<file path="config.mk">
export PLATFORM = sky130hd
export DESIGN_NAME = npcCore
export DESIGN_NICKNAME = d
export VERILOG_FILES = /design/src/common/isaPkg.sv /design/src/common/corePkg.sv /design/src/hdl/aluCompare.sv /design/src/hdl/regFile.sv /design/src/hdl/instDecoder.sv /design/src/hdl/stageSequencer.sv /design/src/hdl/npcCore.sv
export SDC_FILE = /design/constraint.sdc
export NUM_CORES = 2
export LEC_CHECK = 0
export BUFFER_PORTS_ARGS = -buffer_cell sky130_fd_sc_hd__buf_4
export CORE_AREA = 5 5 492 251
export CTS_BUF_LIST = sky130_fd_sc_hd__clkbuf_16
export CTS_CLUSTER_SIZE = 8
export DETAILED_ROUTE_END_ITERATION = 12
export DIE_AREA = 0 0 497 256
export PLACE_DENSITY = 0.74
export SLEW_MARGIN = 20
export SYNTH_ARGS = -nofsm -noshare
export SYNTH_HDL_FRONTEND = slang
export SYNTH_HIERARCHICAL = 1
export SYNTH_SLANG_ARGS = --single-unit
export TNS_END_PERCENT = 5
</file>
<file path="constraint.sdc">
create_clock -name clk -period 10.1 [get_ports clk]
set_clock_uncertainty 0.15 [all_clocks]
set_input_delay 2.02 -clock clk [delete_from_list [all_inputs] [get_ports clk]]
set_output_delay 2.02 -clock clk [all_outputs]
set_load 0.02 [all_outputs]
</file>
<file path="src/common/isaPkg.sv">
package isaPkg;

    // RV32I major opcodes, bits [6:0] of the instruction word
    typedef enum logic [6:0] {
        opReg    = 7'b0110011,
        opImm    = 7'b0010011,
        opLui    = 7'b0110111,
        opAuipc  = 7'b0010111,
        opJal    = 7'b1101111,
        opJalr   = 7'b1100111,
        opBranch = 7'b1100011,
        opLoad   = 7'b0000011,
        opStore  = 7'b0100011,
        opSystem = 7'b1110011
    } opcodeT;

    // branch conditions
    localparam logic [2:0] f3Beq  = 3'b000;
    localparam logic [2:0] f3Bne  = 3'b001;
    localparam logic [2:0] f3Blt  = 3'b100;
    localparam logic [2:0] f3Bge  = 3'b101;
    localparam logic [2:0] f3Bltu = 3'b110;
    localparam logic [2:0] f3Bgeu = 3'b111;

    // integer ALU kinds, shared by OP and OP-IMM
    // bit 30 of the word picks sub and sra
    localparam logic [2:0] f3AddSub = 3'b000;
    localparam logic [2:0] f3Sll    = 3'b001;
    localparam logic [2:0] f3Slt    = 3'b010;
    localparam logic [2:0] f3Sltu   = 3'b011;
    localparam logic [2:0] f3Xor    = 3'b100;
    localparam logic [2:0] f3SrlSra = 3'b101;
    localparam logic [2:0] f3Or     = 3'b110;
    localparam logic [2:0] f3And    = 3'b111;

    // full ebreak encoding, nothing else in SYSTEM is executed
    localparam logic [31:0] ebreakWord = 32'h0010_0073;

endpackage

</file>
<file path="src/common/corePkg.sv">
package corePkg;

    // data and address width
    localparam int xlen = 32;

    // one instruction in flight, one state per phase
    typedef enum logic [2:0] {
        fetchIssue,
        fetchWait,
        execute,
        memIssue,
        memWait,
        writeback,
        halted
    } seqStateT;

    typedef enum logic [3:0] {
        aluAdd,
        aluSub,
        aluSll,
        aluSlt,
        aluSltu,
        aluXor,
        aluSrl,
        aluSra,
        aluOr,
        aluAnd,
        aluPassB
    } aluOpT;

    // first ALU operand
    typedef enum logic [1:0] {
        srcAReg,
        srcAPc,
        srcAZero
    } srcASelT;

    // second ALU operand
    typedef enum logic {
        srcBReg,
        srcBImm
    } srcBSelT;

    // register writeback source, wbNone leaves the register file alone
    typedef enum logic [1:0] {
        wbAlu,
        wbLoad,
        wbPc4,
        wbNone
    } wbSelT;

endpackage

</file>
<file path="src/hdl/aluCompare.sv">
`timescale 1ns/1ps

module aluCompare (
    input  corePkg::aluOpT           aluOp,
    input  logic [2:0]               compFunct,
    input  logic [corePkg::xlen-1:0] opA,
    input  logic [corePkg::xlen-1:0] opB,
    input  logic [corePkg::xlen-1:0] cmpA,
    input  logic [corePkg::xlen-1:0] cmpB,
    output logic [corePkg::xlen-1:0] result,
    output logic                     cmpTrue
);

    logic [4:0] shamt;

    assign shamt = opB[4:0];

    always_comb begin
        case (aluOp)
            corePkg::aluAdd:   result = opA + opB;
            corePkg::aluSub:   result = opA - opB;
            corePkg::aluSll:   result = opA << shamt;
            corePkg::aluSlt:   result = corePkg::xlen'($signed(opA) < $signed(opB));
            corePkg::aluSltu:  result = corePkg::xlen'(opA < opB);
            corePkg::aluXor:   result = opA ^ opB;
            corePkg::aluSrl:   result = opA >> shamt;
            corePkg::aluSra:   result = $signed(opA) >>> shamt;
            corePkg::aluOr:    result = opA | opB;
            corePkg::aluAnd:   result = opA & opB;
            corePkg::aluPassB: result = opB;
            default:           result = '0;
        endcase
    end

    // branch condition on its own operand pair
    always_comb begin
        case (compFunct)
            isaPkg::f3Beq:  cmpTrue = (cmpA == cmpB);
            isaPkg::f3Bne:  cmpTrue = (cmpA != cmpB);
            isaPkg::f3Blt:  cmpTrue = ($signed(cmpA) < $signed(cmpB));
            isaPkg::f3Bge:  cmpTrue = ($signed(cmpA) >= $signed(cmpB));
            isaPkg::f3Bltu: cmpTrue = (cmpA < cmpB);
            isaPkg::f3Bgeu: cmpTrue = (cmpA >= cmpB);
            default:        cmpTrue = 1'b0;
        endcase
    end

endmodule

</file>
<file path="src/hdl/regFile.sv">
`timescale 1ns/1ps

module regFile (
    input  logic                     clk,
    input  logic                     rstN,
    input  logic [4:0]               rAddr1,
    input  logic [4:0]               rAddr2,
    input  logic [4:0]               wAddr,
    input  logic [corePkg::xlen-1:0] wData,
    input  logic                     we,
    output logic [corePkg::xlen-1:0] rData1,
    output logic [corePkg::xlen-1:0] rData2
);

    // x0 has no storage
    logic [corePkg::xlen-1:0] regs [1:31];

    always_ff @(posedge clk or negedge rstN) begin
        if (!rstN) begin
            for (int i = 1; i < 32; i++) begin
                regs[i] <= '0;
            end
        end else if (we && wAddr != 5'd0) begin
            regs[wAddr] <= wData;
        end
    end

    assign rData1 = (rAddr1 == 5'd0) ? '0 : regs[rAddr1];
    assign rData2 = (rAddr2 == 5'd0) ? '0 : regs[rAddr2];

endmodule

</file>
<file path="src/hdl/instDecoder.sv">
`timescale 1ns/1ps

module instDecoder (
    input  logic [corePkg::xlen-1:0] inst,
    output logic [4:0]               rs1,
    output logic [4:0]               rs2,
    output logic [4:0]               rd,
    output logic [corePkg::xlen-1:0] imm,
    output corePkg::aluOpT           aluOp,
    output corePkg::srcASelT         srcASel,
    output corePkg::srcBSelT         srcBSel,
    output corePkg::wbSelT           wbSel,
    output logic [2:0]               compFunct,
    output logic                     isBranch,
    output logic                     isJal,
    output logic                     isJalr,
    output logic                     isLoad,
    output logic                     isStore,
    output logic                     isEbreak
);

    isaPkg::opcodeT           opcode;
    logic [2:0]               funct3;
    logic                     altBit;
    corePkg::aluOpT           functOp;
    logic [corePkg::xlen-1:0] immI;
    logic [corePkg::xlen-1:0] immS;
    logic [corePkg::xlen-1:0] immB;
    logic [corePkg::xlen-1:0] immU;
    logic [corePkg::xlen-1:0] immJ;

    assign opcode = isaPkg::opcodeT'(inst[6:0]);
    assign funct3 = inst[14:12];
    assign altBit = inst[30];
    assign rs1    = inst[19:15];
    assign rs2    = inst[24:20];
    assign rd     = inst[11:7];

    assign compFunct = funct3;

    // sign-extended immediates, all formats
    assign immI = {{20{inst[31]}}, inst[31:20]};
    assign immS = {{20{inst[31]}}, inst[31:25], inst[11:7]};
    assign immB = {{20{inst[31]}}, inst[7], inst[30:25], inst[11:8], 1'b0};
    assign immU = {inst[31:12], 12'b0};
    assign immJ = {{12{inst[31]}}, inst[19:12], inst[20], inst[30:21], 1'b0};

    // funct3 to ALU op, sub only exists in the register form
    always_comb begin
        case (funct3)
            isaPkg::f3AddSub: begin
                if (opcode == isaPkg::opReg && altBit) begin
                    functOp = corePkg::aluSub;
                end else begin
                    functOp = corePkg::aluAdd;
                end
            end
            isaPkg::f3Sll:    functOp = corePkg::aluSll;
            isaPkg::f3Slt:    functOp = corePkg::aluSlt;
            isaPkg::f3Sltu:   functOp = corePkg::aluSltu;
            isaPkg::f3Xor:    functOp = corePkg::aluXor;
            isaPkg::f3SrlSra: functOp = altBit ? corePkg::aluSra : corePkg::aluSrl;
            isaPkg::f3Or:     functOp = corePkg::aluOr;
            default:          functOp = corePkg::aluAnd;
        endcase
    end

    always_comb begin
        // defaults form a no-op
        aluOp    = corePkg::aluAdd;
        srcASel  = corePkg::srcAReg;
        srcBSel  = corePkg::srcBImm;
        wbSel    = corePkg::wbNone;
        imm      = immI;
        isBranch = 1'b0;
        isJal    = 1'b0;
        isJalr   = 1'b0;
        isLoad   = 1'b0;
        isStore  = 1'b0;
        isEbreak = 1'b0;
        case (opcode)
            isaPkg::opReg: begin
                aluOp   = functOp;
                srcBSel = corePkg::srcBReg;
                wbSel   = corePkg::wbAlu;
            end
            isaPkg::opImm: begin
                aluOp = functOp;
                wbSel = corePkg::wbAlu;
            end
            isaPkg::opLui: begin
                aluOp   = corePkg::aluPassB;
                srcASel = corePkg::srcAZero;
                imm     = immU;
                wbSel   = corePkg::wbAlu;
            end
            isaPkg::opAuipc: begin
                srcASel = corePkg::srcAPc;
                imm     = immU;
                wbSel   = corePkg::wbAlu;
            end
            isaPkg::opJal: begin
                srcASel = corePkg::srcAPc;
                imm     = immJ;
                wbSel   = corePkg::wbPc4;
                isJal   = 1'b1;
            end
            isaPkg::opJalr: begin
                wbSel  = corePkg::wbPc4;
                isJalr = 1'b1;
            end
            isaPkg::opBranch: begin
                // ALU forms the target, comparator sees rs1 and rs2
                srcASel  = corePkg::srcAPc;
                imm      = immB;
                isBranch = 1'b1;
            end
            isaPkg::opLoad: begin
                wbSel  = corePkg::wbLoad;
                isLoad = 1'b1;
            end
            isaPkg::opStore: begin
                imm     = immS;
                isStore = 1'b1;
            end
            isaPkg::opSystem: begin
                isEbreak = (inst == isaPkg::ebreakWord);
            end
            default: begin
                wbSel = corePkg::wbNone;
            end
        endcase
    end

endmodule

</file>
<file path="src/hdl/stageSequencer.sv">
`timescale 1ns/1ps

module stageSequencer #(
    parameter logic [corePkg::xlen-1:0] resetPc = '0
) (
    input  logic                     clk,
    input  logic                     rstN,
    input  logic                     imemValid,
    input  logic [corePkg::xlen-1:0] imemRdata,
    input  logic                     dmemValid,
    input  logic [corePkg::xlen-1:0] dmemRdata,
    input  logic                     isBranch,
    input  logic                     isJal,
    input  logic                     isJalr,
    input  logic                     isLoad,
    input  logic                     isStore,
    input  logic                     isEbreak,
    input  corePkg::wbSelT           wbSel,
    input  logic [corePkg::xlen-1:0] aluResult,
    input  logic                     cmpTrue,
    output logic                     imemReq,
    output logic [corePkg::xlen-1:0] imemAddr,
    output logic                     dmemReq,
    output logic                     dmemWe,
    output logic [corePkg::xlen-1:0] inst,
    output logic [corePkg::xlen-1:0] pc,
    output logic                     rfWe,
    output logic [corePkg::xlen-1:0] rfWdata,
    output logic                     halted
);

    corePkg::seqStateT        state;
    corePkg::seqStateT        stateNext;
    logic [corePkg::xlen-1:0] resultQ;
    logic [corePkg::xlen-1:0] loadQ;
    logic                     takenQ;
    logic [corePkg::xlen-1:0] pcPlus4;
    logic [corePkg::xlen-1:0] nextPc;

    always_comb begin
        stateNext = state;
        case (state)
            // leave only once the request pulse has gone out
            corePkg::fetchIssue: begin
                if (imemReq) begin
                    stateNext = corePkg::fetchWait;
                end
            end
            corePkg::fetchWait: begin
                if (imemValid) begin
                    stateNext = corePkg::execute;
                end
            end
            corePkg::execute: begin
                if (isEbreak) begin
                    stateNext = corePkg::halted;
                end else if (isLoad || isStore) begin
                    stateNext = corePkg::memIssue;
                end else begin
                    stateNext = corePkg::writeback;
                end
            end
            corePkg::memIssue: begin
                stateNext = corePkg::memWait;
            end
            corePkg::memWait: begin
                if (dmemValid) begin
                    stateNext = corePkg::writeback;
                end
            end
            corePkg::writeback: begin
                stateNext = corePkg::fetchIssue;
            end
            corePkg::halted: begin
                stateNext = corePkg::halted;
            end
            default: begin
                stateNext = corePkg::fetchIssue;
            end
        endcase
    end

    // imemReq is registered so it stays low while in reset
    always_ff @(posedge clk or negedge rstN) begin
        if (!rstN) begin
            state   <= corePkg::fetchIssue;
            imemReq <= 1'b0;
            pc      <= resetPc;
        end else begin
            state   <= stateNext;
            imemReq <= (stateNext == corePkg::fetchIssue);
            if (state == corePkg::writeback) begin
                pc <= nextPc;
            end
        end
    end

    // instruction, ALU result, branch outcome and load data
    always_ff @(posedge clk) begin
        if (state == corePkg::fetchWait && imemValid) begin
            inst <= imemRdata;
        end
        if (state == corePkg::execute) begin
            resultQ <= aluResult;
            takenQ  <= cmpTrue;
        end
        if (state == corePkg::memWait && dmemValid) begin
            loadQ <= dmemRdata;
        end
    end

    assign pcPlus4 = pc + corePkg::xlen'(4);

    // jump targets were formed by the ALU during execute
    always_comb begin
        if (isJalr) begin
            nextPc = {resultQ[corePkg::xlen-1:1], 1'b0};
        end else if (isJal || (isBranch && takenQ)) begin
            nextPc = resultQ;
        end else begin
            nextPc = pcPlus4;
        end
    end

    always_comb begin
        case (wbSel)
            corePkg::wbLoad: rfWdata = loadQ;
            corePkg::wbPc4:  rfWdata = pcPlus4;
            default:         rfWdata = resultQ;
        endcase
    end

    assign rfWe     = (state == corePkg::writeback) && (wbSel != corePkg::wbNone);
    assign imemAddr = pc;
    assign dmemReq  = (state == corePkg::memIssue);
    assign dmemWe   = (state == corePkg::memIssue) && isStore;
    assign halted   = (state == corePkg::halted);

endmodule

</file>
<file path="src/hdl/npcCore.sv">
`timescale 1ns/1ps

module npcCore #(
    parameter logic [corePkg::xlen-1:0] resetPc = '0
) (
    input  logic                     clk,
    input  logic                     rstN,
    output logic                     imemReq,
    output logic [corePkg::xlen-1:0] imemAddr,
    input  logic                     imemValid,
    input  logic [corePkg::xlen-1:0] imemRdata,
    output logic                     dmemReq,
    output logic                     dmemWe,
    output logic [corePkg::xlen-1:0] dmemAddr,
    output logic [corePkg::xlen-1:0] dmemWdata,
    input  logic                     dmemValid,
    input  logic [corePkg::xlen-1:0] dmemRdata,
    output logic                     halted
);

    logic [corePkg::xlen-1:0] inst;
    logic [corePkg::xlen-1:0] pc;
    logic [4:0]               rs1;
    logic [4:0]               rs2;
    logic [4:0]               rd;
    logic [corePkg::xlen-1:0] imm;
    corePkg::aluOpT           aluOp;
    corePkg::srcASelT         srcASel;
    corePkg::srcBSelT         srcBSel;
    corePkg::wbSelT           wbSel;
    logic [2:0]               compFunct;
    logic                     isBranch;
    logic                     isJal;
    logic                     isJalr;
    logic                     isLoad;
    logic                     isStore;
    logic                     isEbreak;
    logic [corePkg::xlen-1:0] rData1;
    logic [corePkg::xlen-1:0] rData2;
    logic [corePkg::xlen-1:0] opA;
    logic [corePkg::xlen-1:0] opB;
    logic [corePkg::xlen-1:0] aluResult;
    logic                     cmpTrue;
    logic                     rfWe;
    logic [corePkg::xlen-1:0] rfWdata;

    stageSequencer #(
        .resetPc(resetPc)
    ) sequencer_i (
        .clk      (clk),
        .rstN     (rstN),
        .imemValid(imemValid),
        .imemRdata(imemRdata),
        .dmemValid(dmemValid),
        .dmemRdata(dmemRdata),
        .isBranch (isBranch),
        .isJal    (isJal),
        .isJalr   (isJalr),
        .isLoad   (isLoad),
        .isStore  (isStore),
        .isEbreak (isEbreak),
        .wbSel    (wbSel),
        .aluResult(aluResult),
        .cmpTrue  (cmpTrue),
        .imemReq  (imemReq),
        .imemAddr (imemAddr),
        .dmemReq  (dmemReq),
        .dmemWe   (dmemWe),
        .inst     (inst),
        .pc       (pc),
        .rfWe     (rfWe),
        .rfWdata  (rfWdata),
        .halted   (halted)
    );

    instDecoder decoder_i (
        .inst     (inst),
        .rs1      (rs1),
        .rs2      (rs2),
        .rd       (rd),
        .imm      (imm),
        .aluOp    (aluOp),
        .srcASel  (srcASel),
        .srcBSel  (srcBSel),
        .wbSel    (wbSel),
        .compFunct(compFunct),
        .isBranch (isBranch),
        .isJal    (isJal),
        .isJalr   (isJalr),
        .isLoad   (isLoad),
        .isStore  (isStore),
        .isEbreak (isEbreak)
    );

    regFile regFile_i (
        .clk   (clk),
        .rstN  (rstN),
        .rAddr1(rs1),
        .rAddr2(rs2),
        .wAddr (rd),
        .wData (rfWdata),
        .we    (rfWe),
        .rData1(rData1),
        .rData2(rData2)
    );

    // operand selects in front of the ALU
    assign opA = (srcASel == corePkg::srcAReg) ? rData1 :
                 (srcASel == corePkg::srcAPc)  ? pc     : '0;
    assign opB = (srcBSel == corePkg::srcBReg) ? rData2 : imm;

    aluCompare alu_i (
        .aluOp    (aluOp),
        .compFunct(compFunct),
        .opA      (opA),
        .opB      (opB),
        .cmpA     (rData1),
        .cmpB     (rData2),
        .result   (aluResult),
        .cmpTrue  (cmpTrue)
    );

    // loads and stores address with rs1 + imm, stores send rs2
    assign dmemAddr  = aluResult;
    assign dmemWdata = rData2;

endmodule

</file>
==> impl_results.md <==
* Worst Hold Launch: regFile_i/regs[392]
* Arr. time, crit path at approximately 8 ns
* Hold Buf Count CTS at 0
* Final wirelength at about 300 mm
* Die Ht at 256 um
* TritonCTS clock tree: yes
* Worst setup margin at -0.2675 ns
* #FFs+latches synth at approximately 1100
* Distinct cells, synth at 109
* Syn nets at ~6100
* Final net count at between 6000 and 7000
* Largest net degree at the start of global routing at 177
* First-pass GRT wire length at ~420 mm
* Slew @ Worst Pin at 1.299 ns
* Core Rows at 90
* HPWL Detailed at between 200 and 250 mm
* Multi-input gate area in the final layout at roughly 39000 sq um
* Die ar. at about 130000 sq um
* Setup crit end kind: output port
* Overflow after GRT at 0
* Async set-reset flop share out of synthesis at 0.9138
* Most common cell after layout, fill and taps aside: mux2_2
* Post-route minimum period at 10.37 ns
* Post-synthesis adder-cell area fraction at 0.02415
* Post-Syn Area at about 71000 sq um
* Clock Tree Root: clkbuf_16
* Clock sink count at 1125
* Max Clk Rate at just under 0.1 GHz
* Non-Filler Instances at approximately 7500
* DR vias at ~58000
* DRC errors left at 0
* Register area share after synthesis at 0.4058
* Failing checks: negative setup slack
* Port bufs at approximately 170
* Worst setup path category: flip-flop to output port
* Area Growth Syn to Fin at 10.90%
* Die Width at between 400 and 500 um
* Num CTS Buffers at around 160
* Starting Density at 0.5923
* Outcome: complete, but fails checks
* Clock Path Buffers at 3
* Compound-gate portion of the synthesized area at 0.1015
* Final Cycle Share at 1.026
* Fraction of synthesized area in multiplexers at 0.3479
* Yosys warns at 6
* Clk slew on worst S/H paths at ~0.070 ns
* Largest family of logic cells by synthesized area: multiplexers
* VDD IR max at 0.0001522 V
* Worst min path class: flip-flop to flip-flop
* Slew HR at 0.1299
* Filler cell count at between 8000 and 9000
* GRT Total Usage at 0.4613
* Required @ worst endpoint at 7.93 ns
* Share of layout cells above drive strength 1 at 0.3733
* Synth Area in XOR/XNOR at 0.003972
* Number of enable flip-flop cells after synthesis at 97
* Fraction of the mapped netlist area in simple logic gates at 0.06643
* Leakage at roughly 36 nW
* WL per Instance at roughly 40 um
* Vias in the first global route at ~55000
* Syn Area/Cell at around 12 sq um
* Antenna violations before repair at 12
* Post-Place Cells at 7320
* Clk_lat worst skew at ~0.79 ns
* Detailed Routing Iterations Pass 1 at 8
* Final Max Slew Viols at 0
* Max Cap Viol at 0
* Ports at 168
* Crit path from: sequencer_i/inst[23]
* Most used DFF post-synth: dfrtp_1
* Post-route ant nets at 0
* Synth Instances at about 5900
* Core box area at ~120000 sq um
* Final setup fails at 2
* Final hold violation count at 0
* Routed vias/inst at 7.685
* Reg-to-Reg Start: sequencer_i/inst[23]
* Most frequent cells in the layout: mux2_2, dfrtp_1, buf_4
* Power Density at between 150 and 200 nW/um^2
* Routability cong. at 1.175
* Initial DRC count at slightly below 10000
* Post-CTS setup buffers at 0
* Final total power at approximately 15 mW
* H-tree level count at 4
* Crit path launch type: flip-flop
* FF/Latch Area at ~29000 sq um
* Crit path max fanout at 18
[state kept, by name, indices dropped and copies added (netlist names)]
register,count
sequencer_i/inst,32
sequencer_i/imemReq,1
sequencer_i/takenQ,1
sequencer_i/resultQ,32
sequencer_i/imemAddr,32
regFile_i/regs,992
sequencer_i/state,3
sequencer_i/loadQ,32
[metrics by stage]
step                utilization  cell area [sq um]  setup WS [ns]  hold slack, ns  TNS [ns]
CTS                      0.6558              78130        0.05301          0.3621         0
finish                   0.6569              78260        -0.2675          0.3616   -0.3714
floorplan                     -              70570          1.308          0.3205         0
global placement         0.6189              73740         0.6623          0.3385         0
detailed placement       0.6189              73740         0.6913          0.3518         0
global route             0.6567              78240        -0.1005          0.3654   -0.1005
[worst max-delay path, cell delays in order (launching register included)]
cell	delay, ns
edfxtp_1	0.61
nand2b_2	0.38
buf_4	0.31
buf_4	0.44
o22ai_1	0.17
a2111oi_0	0.57
nor4_1	0.19
buf_4	0.23
mux2_4	0.33
inv_1	0.10
ha_1	0.31
inv_2	0.11
a21oi_1	0.19
o31ai_1	0.15
o31ai_4	0.85
a21o_1	0.44
o21ba_1	0.27
o31a_1	0.34
o22ai_1	0.12
o21ai_1	0.50
o2111ai_2	0.43
buf_4	0.29
[synth_stat cells, types with 13 or more instances]
| cell type | n | share of area |
|---|---|---|
| a31oi_1 | 20 | 0.0018 |
| o221ai_1 | 20 | 0.0025 |
| xor2_1 | 19 | 0.0024 |
| nand3_1 | 87 | 0.0062 |
| o21ai_0 | 133 | 0.0094 |
| a211oi_1 | 90 | 0.0096 |
| mux2_1 | 18 | 0.0029 |
| mux4_2 | 373 | 0.12 |
| o21bai_1 | 19 | 0.0020 |
| nand4_1 | 41 | 0.0036 |
| dfrtp_1 | 1028 | 0.36 |
| and3_1 | 17 | 0.0015 |
| a221oi_1 | 41 | 0.0051 |
| o21ai_1 | 17 | 0.0012 |
| or3_1 | 24 | 0.0021 |
| mux2i_1 | 375 | 0.053 |
| buf_6 | 14 | 0.0022 |
| nor2b_1 | 60 | 0.0053 |
| nor4_1 | 45 | 0.0040 |
| buf_2 | 172 | 0.012 |
| mux2_2 | 1043 | 0.17 |
| nor2_1 | 282 | 0.015 |
| a21oi_1 | 208 | 0.015 |
| inv_1 | 152 | 0.0081 |
| and2_1 | 18 | 0.0016 |
| buf_1 | 64 | 0.0034 |
| nand2_1 | 205 | 0.011 |
| xnor2_1 | 13 | 0.0016 |
| a2111oi_0 | 43 | 0.0053 |
| clkbuf_1 | 275 | 0.015 |
| o22a_1 | 17 | 0.0021 |
| a221o_1 | 32 | 0.0045 |
| o211ai_1 | 43 | 0.0046 |
| a21o_1 | 45 | 0.0048 |
| a22oi_1 | 70 | 0.0074 |
| o22ai_1 | 138 | 0.012 |
| nand2b_1 | 60 | 0.0053 |
| buf_4 | 79 | 0.0084 |
| nor3_1 | 43 | 0.0030 |
| edfxtp_1 | 97 | 0.041 |
| mux2_4 | 30 | 0.0064 |
| ha_1 | 133 | 0.024 |
[repair_timing]
item	CTS	global route
setup endpoints to repair	1	5
gates resized for setup	2	8
cloned	1	0
endpoints found under the hold margin	0	0
pin swaps	0	1
[layer usage]
layer  part of all wire  GRT usage  up-vias
met4              0.039     0.1553       12
met1               0.40     0.6792    29640
li1                   -          -    22250
met3               0.19     0.2668      715
met2               0.36     0.5506     5225
met5             0.0026    0.03558        -
[power breakdown]
| part | switching, mW | internal, mW | total, mW |
|---|---|---|---|
| sequential | 0.370 | 4.81 | 5.18 |
| combinational | 3.44 | 1.51 | 4.95 |
| clock | 2.09 | 2.82 | 4.91 |
| total | 5.90 | 9.15 | 15.0 |
[cells by family after synthesis]
group	after synthesis
AND/OR/NAND/NOR	940
AO/OA/AOI/OAI	1042
buffers and inverters	767
flip-flops	1125
adder cells (fa/ha/maj)	135
multiplexers	1839
XOR/XNOR	32
[final timing paths]
kind / depth (start not counted) / end / slack [ns]
worst min register to register: 1 / regFile_i/regs[392] / 0.36
max in group asynchronous: 3 / regFile_i/regs[856] / 6.35
worst max register to register: 20 / sequencer_i/resultQ[21] / 2.46
worst max-delay path: 21 / dmemAddr[21] / -0.27
worst min-delay path: 1 / regFile_i/regs[392] / 0.36
min in group asynchronous: 1 / sequencer_i/imemAddr[23] / 1.05
[cell type report]
cell class / instances / share of cell area
Clock buffer: 159 / 0.05084
Sequential cell: 1125 / 0.3659
Inverter: 159 / 0.007674
Antenna cell: 10 / 0.0003197
Tap cell: 1610 / 0.02574
Multi-Input combinational cell: 3988 / 0.4982
Timing Repair Buffer: 440 / 0.04659
Clock inverter: 36 / 0.004716
(Power assumes the default switching activity.)
